<file path="config.mk">
export PLATFORM = sky130hd
export DESIGN_NAME = uart_core
export DESIGN_NICKNAME = d
export VERILOG_FILES = /design/src/hdl/uart_pkg.sv /design/src/hdl/uart_core.sv /design/src/hdl/uart_tx.sv /design/src/hdl/uart_rx.sv /design/src/hdl/rx_line_filter.sv /design/src/hdl/bit_timer.sv
export SDC_FILE = /design/constraint.sdc
export NUM_CORES = 1
export LEC_CHECK = 0
export BUFFER_PORTS_ARGS = -buffer_cell sky130_fd_sc_hd__clkbuf_2
export CORE_MARGIN = 5
export CORE_UTILIZATION = 40
export DETAILED_ROUTE_END_ITERATION = 6
export GPL_ROUTABILITY_DRIVEN = 0
export PLACE_DENSITY_LB_ADDON = 0.25
export SYNTH_ARGS = -nofsm -noshare
export SYNTH_HDL_FRONTEND = slang
export SYNTH_HIERARCHICAL = 1
export SYNTH_SLANG_ARGS = --single-unit
</file>
<file path="constraint.sdc">
create_clock -name rst -period 3 [get_ports rst]
set_input_delay 0.15 -clock rst [delete_from_list [all_inputs] [get_ports rst]]
set_output_delay 0.15 -clock rst [all_outputs]
set_load 0.05 [all_outputs]
</file>
<file path="src/hdl/uart_pkg.sv">
package uart_pkg;

  // line timing
  localparam int CLOCK_HZ   = 1_000_000;
  localparam int BAUD       = 62_500;
  localparam int BIT_PERIOD = CLOCK_HZ / BAUD; // clocks per bit

  // widths and depths
  localparam int TIM_WIDTH     = 16;
  localparam int DATA_BITS     = 8;
  localparam int FILTER_LEN    = 4;            // rx glitch filter samples
  localparam int BIT_CNT_WIDTH = $clog2(DATA_BITS + 1);

  // one character on the wire
  typedef logic [DATA_BITS-1:0] uart_data_t;

  // frame position, shared by both directions
  typedef enum logic [1:0] {
    IDLE,  // line high, waiting
    START, // start bit
    DATA,  // data bits, lsb first
    STOP   // stop bit
  } line_state_t;

endpackage
</file>
<file path="src/hdl/uart_core.sv">
module uart_core
  import uart_pkg::*;
(
  input  logic       rst,
  input  logic       clk,
  input  logic       rx,       // serial in
  output logic       tx,       // serial out
  input  uart_data_t tx_data,
  input  logic       wr,       // one-cycle write strobe
  output logic       tx_ready,
  output uart_data_t rx_data,
  output logic       rx_full,  // held until rd
  input  logic       rd        // one-cycle read strobe
);

  logic line_clean;

  // rx stage 1
  rx_line_filter u_rx_line_filter (
    .rst        (rst),
    .clk        (clk),
    .rx         (rx),
    .line_clean (line_clean)
  );

  // rx stage 2
  uart_rx u_uart_rx (
    .rst        (rst),
    .clk        (clk),
    .line_clean (line_clean),
    .rd         (rd),
    .rx_data    (rx_data),
    .rx_full    (rx_full)
  );

  uart_tx u_uart_tx (
    .rst      (rst),
    .clk      (clk),
    .tx_data  (tx_data),
    .wr       (wr),
    .tx       (tx),
    .tx_ready (tx_ready)
  );

endmodule

</file>
<file path="src/hdl/uart_tx.sv">
module uart_tx
  import uart_pkg::*;
(
  input  logic       rst,
  input  logic       clk,
  input  uart_data_t tx_data,
  input  logic       wr,
  output logic       tx,
  output logic       tx_ready
);

  line_state_t              state;
  line_state_t              state_next;
  logic [BIT_CNT_WIDTH-1:0] bit_cnt;
  uart_data_t               shift;
  uart_data_t               shift_next;
  logic                     tim_enable;
  logic                     tim_last;
  logic                     bits_done;
  logic                     tx_next;

  assign tim_enable = (state != IDLE);
  assign bits_done  = (bit_cnt == BIT_CNT_WIDTH'(DATA_BITS - 1));
  assign tx_ready   = (state == IDLE) && !wr;

  bit_timer u_bit_timer (
    .rst    (rst),
    .clk    (clk),
    .enable (tim_enable),
    .mid    (),
    .last   (tim_last)
  );

  always_comb begin
    state_next = state;
    shift_next = shift;
    case (state)
      IDLE: begin
        if (wr) begin
          state_next = START;
          shift_next = tx_data;
        end
      end
      START: if (tim_last) state_next = DATA;
      DATA: begin
        if (tim_last) begin
          shift_next = {1'b0, shift[DATA_BITS-1:1]};
          if (bits_done) begin
            state_next = STOP;
          end
        end
      end
      STOP: if (tim_last) state_next = IDLE;
      default: state_next = IDLE;
    endcase
    // line level follows the next state so tx lines up with it
    case (state_next)
      START:   tx_next = 1'b0;
      DATA:    tx_next = shift_next[0];
      default: tx_next = 1'b1; // idle and stop
    endcase
  end

  always_ff @(posedge rst or posedge clk) begin
    if (clk) begin
      state   <= IDLE;
      tx      <= 1'b1;
      bit_cnt <= '0;
    end else begin
      state <= state_next;
      tx    <= tx_next;
      if (state != DATA) begin
        bit_cnt <= '0;
      end else if (tim_last) begin
        bit_cnt <= bits_done ? '0 : bit_cnt + 1'b1;
      end
    end
  end

  always_ff @(posedge rst) begin
    shift <= shift_next;
  end

  a_wr_when_idle: assert property (
    @(posedge rst) disable iff (clk)
    wr |-> (state == IDLE)
  );

  a_tx_high_idle: assert property (
    @(posedge rst) disable iff (clk)
    (state == IDLE) |-> tx
  );

  // start, data and stop span exactly one frame time
  a_frame_length: assert property (
    @(posedge rst) disable iff (clk)
    wr |=> (state != IDLE) [*((DATA_BITS + 2) * BIT_PERIOD)] ##1 (state == IDLE)
  );

endmodule

</file>
<file path="src/hdl/uart_rx.sv">
module uart_rx
  import uart_pkg::*;
(
  input  logic       rst,
  input  logic       clk,
  input  logic       line_clean,
  input  logic       rd,
  output uart_data_t rx_data,
  output logic       rx_full
);

  line_state_t              state;
  line_state_t              state_next;
  logic [BIT_CNT_WIDTH-1:0] bit_cnt;
  uart_data_t               shift;
  logic                     tim_enable;
  logic                     tim_mid;
  logic                     tim_last;
  logic                     bits_done;
  logic                     load;

  assign tim_enable = (state != IDLE);
  assign bits_done  = (bit_cnt == BIT_CNT_WIDTH'(DATA_BITS - 1));
  assign load       = (state == STOP) && tim_last; // end of stop bit

  bit_timer u_bit_timer (
    .rst    (rst),
    .clk    (clk),
    .enable (tim_enable),
    .mid    (tim_mid),
    .last   (tim_last)
  );

  always_comb begin
    state_next = state;
    case (state)
      IDLE: begin
        if (!line_clean) begin
          state_next = START; // start edge
        end
      end
      START: begin
        if (tim_last) begin
          state_next = DATA;
        end
      end
      DATA: begin
        if (tim_last && bits_done) begin
          state_next = STOP;
        end
      end
      STOP: begin
        if (tim_last) begin
          state_next = IDLE;
        end
      end
      default: state_next = IDLE;
    endcase
  end

  always_ff @(posedge rst or posedge clk) begin
    if (clk) begin
      state <= IDLE;
    end else begin
      state <= state_next;
    end
  end

  always_ff @(posedge rst or posedge clk) begin
    if (clk) begin
      bit_cnt <= '0;
    end else if (state != DATA) begin
      bit_cnt <= '0;
    end else if (tim_last) begin
      bit_cnt <= bits_done ? '0 : bit_cnt + 1'b1;
    end
  end

  // sample at bit center, lsb arrives first
  always_ff @(posedge rst) begin
    if ((state == DATA) && tim_mid) begin
      shift <= {line_clean, shift[DATA_BITS-1:1]};
    end
  end

  // one-entry buffer, a fresh byte wins over rd
  always_ff @(posedge rst or posedge clk) begin
    if (clk) begin
      rx_data <= '0;
      rx_full <= 1'b0;
    end else if (load) begin
      rx_data <= shift;
      rx_full <= 1'b1;
    end else if (rd) begin
      rx_full <= 1'b0;
    end
  end

  a_bit_cnt_range: assert property (
    @(posedge rst) disable iff (clk)
    bit_cnt < BIT_CNT_WIDTH'(DATA_BITS)
  );

endmodule

</file>
<file path="src/hdl/rx_line_filter.sv">
module rx_line_filter
  import uart_pkg::*;
(
  input  logic rst,
  input  logic clk,
  input  logic rx,
  output logic line_clean
);

  logic [FILTER_LEN-1:0] samples;
  logic                  all_high;
  logic                  all_low;

  assign all_high = &samples;
  assign all_low  = ~|samples;

  // sample chain, first stages also act as the synchronizer
  always_ff @(posedge rst or posedge clk) begin
    if (clk) begin
      samples <= '1; // idle line
    end else begin
      samples <= {samples[FILTER_LEN-2:0], rx};
    end
  end

  // hysteresis, only a unanimous window moves the output
  always_ff @(posedge rst or posedge clk) begin
    if (clk) begin
      line_clean <= 1'b1;
    end else if (all_high) begin
      line_clean <= 1'b1;
    end else if (all_low) begin
      line_clean <= 1'b0;
    end
  end

  // a falling clean line needs a full window of low raw samples behind it
  a_fall_needs_run: assert property (
    @(posedge rst) disable iff (clk)
    $fell(line_clean) |-> ($past(rx, 2) == 1'b0) && ($past(rx, FILTER_LEN + 1) == 1'b0)
  );

endmodule

</file>
<file path="src/hdl/bit_timer.sv">
module bit_timer
  import uart_pkg::*;
(
  input  logic rst,
  input  logic clk,
  input  logic enable,
  output logic mid,
  output logic last
);

  logic [TIM_WIDTH-1:0] count;
  logic                 wrap;

  assign wrap = (count == TIM_WIDTH'(BIT_PERIOD - 1));
  assign mid  = enable && (count == TIM_WIDTH'(BIT_PERIOD / 2)); // bit center
  assign last = enable && wrap;                                  // final cycle of bit

  always_ff @(posedge rst or posedge clk) begin
    if (clk) begin
      count <= '0;
    end else if (!enable) begin
      count <= '0; // parked while idle
    end else if (wrap) begin
      count <= '0;
    end else begin
      count <= count + 1'b1;
    end
  end

  a_count_range: assert property (
    @(posedge rst) disable iff (clk)
    count < TIM_WIDTH'(BIT_PERIOD)
  );

endmodule

</file>
==> impl_metrics.yaml <==
clock_network:
  insertion_delay_ns: 0.35
  numCtsBuffers: 9
  cts_max_level: 3
  post-cts-setup-buffers: 0
  path_clk_slew_ns: 0.09
  root_buffer: "clkbuf_8"
  numClockSinks: 75
  max-clock-path-buffers: 2
  cts_tree: "built"
power:
  power.density_mw_per_mm2: 458
  p_leak_uw: 0.00182
  peakVddDrop_uv: 252
  p_total_uw: 1860
run:
  drv_cap: 0
global_route:
  grt_use_met1: 0.153
  use_met2: 0.181
  grt_usage: 0.116
  grt_pass1_vias: 2321
  grt_overflow: 0
  antenna_found_initial: 0
  grt_max_degree: 17
  busiest_layer: "met2"
  grt_pass1_wl_mm: 10.6
  use_met3: 0.0220
critical_path:
  worstSetupPathType: "reg2reg"
  r2r_slack_ns: 0.84
  slowest_stage: "dfrtp_1"
  crit_buf_inv: 1
  crit_fanout: 10
  crit_required_ns: 2.99
  end_kind: "flip-flop"
  arrival_ns: 2.15
  crit_path_frequent_cell: "nor2_1"
  path_delay_family: "simple AND/OR/NAND/NOR gates"
  crit_path_start_kind: "flip-flop"
  cpPeakStageDelay_ns: 0.47
  path_cells: "nor4_2 -> nand4_1 -> nor2_1 -> buf_4 -> mux2i_1 -> nor2_1"
cells_and_area:
  area_growth_pct: 11.7
  drive_above_1_share: 0.230
  layout_common_cells: "53 x nor2_1, 53 x dfrtp_1, 27 x xnor2_1"
  antennaDiodeCount: 0
  nNetsFinal: 371
  final_cells: 460
synth:
  synth_warnings: 6
  syn_inst: 316
  synth_nets: 340
  syn_avg_cell_area_um2: 11.5
  syn_area_mm2: 0.00363
die:
  core_mm2: 0.00876
  die_w_um: 105
  ios: 24
  start_util: 0.414
  die-area_mm2: 0.0111
  die-height_um: 105
  rows: 34
timing:
  final_max_slew_viol_count: 0
  relSlewSlack: 0.581
  final.min_clock_period_ns: 2.16
  setup_slack_ns: 0.842
  finalHoldViolCount: 0
  rsz0062_at_grt: "no"
  skew_ns: 0.00952
  tns_ns: 0
  worst_pin_slew_ns: 0.628
  min_period_over_period: 0.719
  max_freq_mhz: 463
  setup_viol: 0
detailed_routing:
  drc: 0
  final_antenna_net_count: 0
  vias_per_cell: 5.00
  wl_per_cell_um: 13.1
  vias: 2300
  drt-total-wl_mm: 6.01
  dr.pass1.iters: 4
  drtIter0Drc: 118
min_path:
  hold_path.class: "in2reg"
placement:
  io_buffers: 23
  post-place-cells: 441
  post-place-ws_ns: 0.824
  dp_hpwl_mm: 4.26
outcome:
  status: "completed"
-- timing repair --
action	CTS	global route
resized for setup	0	0
endpoints found under the hold margin	60	0
hold buffers	3	0
-- worst reg2reg max path: cells and delay by family (launching register included) --
kind	cells	cell delay, ns
buffers and inverters	1	0.18
flip-flops	1	0.47
multiplexers	1	0.10
AND/OR/NAND/NOR	4	1.06
-- metal layers --
| layer | routed length, µm | vias up | part of all wire |
|---|---|---|---|
| met5 | 0 | - | 0 |
| met4 | 146 | 0 | 0.024 |
| met3 | 140 | 11 | 0.023 |
| met2 | 2820 | 30 | 0.47 |
| met1 | 2900 | 1118 | 0.48 |
| li1 | - | 1141 | - |
-- worst paths after layout --
check / to / start / depth (start not counted)
max in group asynchronous: u_uart_rx/state[1] / clk / 3
worst max-delay path: u_uart_tx/shift[7] / u_uart_tx/u_bit_timer/count[5] / 6
min in group asynchronous: u_uart_tx/state[0] / clk / 3
worst min register to register: u_rx_line_filter/samples[3] / u_rx_line_filter/samples[2] / 0
worst min-delay path: u_uart_tx/shift[7] / tx_data[7] / 3
worst max register to register: u_uart_tx/shift[7] / u_uart_tx/u_bit_timer/count[5] / 6
-- layout make-up --
type / count / area (µm²)
clock buffers: 10 / 149
inverters: 21 / 78.8
fillers: 817 / 4710
clock inverters: 6 / 52.6
flip-flops and latches: 75 / 1950
well taps: 108 / 135
repair buffers: 28 / 160
multi-input cells: 212 / 1520
-- flip-flops by register name, indices dropped and copies added, names as in the netlist --
name,flops
u_uart_tx/tx,1
u_uart_rx/state,2
u_uart_tx/bit_cnt,4
u_rx_line_filter/line_clean,1
u_uart_rx/rx_data,8
u_uart_rx/u_bit_timer/count,16
u_uart_rx/rx_full,1
u_rx_line_filter/samples,4
u_uart_tx/state,2
u_uart_rx/bit_cnt,4
u_uart_rx/shift,8
u_uart_tx/shift,8
u_uart_tx/u_bit_timer/count,16
-- through the flow --
step / util / hold WS (ns) / area (µm²)
floorplan: - / -0.0473 / 3630
global placement: 0.436 / 0.176 / 3820
detailed placement: 0.436 / 0.183 / 3820
CTS: 0.462 / 0.0936 / 4050
global route: 0.462 / 0.0928 / 4050
finish: 0.462 / 0.106 / 4050
-- power by group --
group	switching, µW	total (µW)	internal (µW)	leakage [µW]
sequential	7.91	1050	1050	0.000925
clock	404	769	365	0.0000970
combinational	21.7	33.5	11.8	0.000798
total	433	1860	1420	0.00182
(Power assumes the default switching activity.)
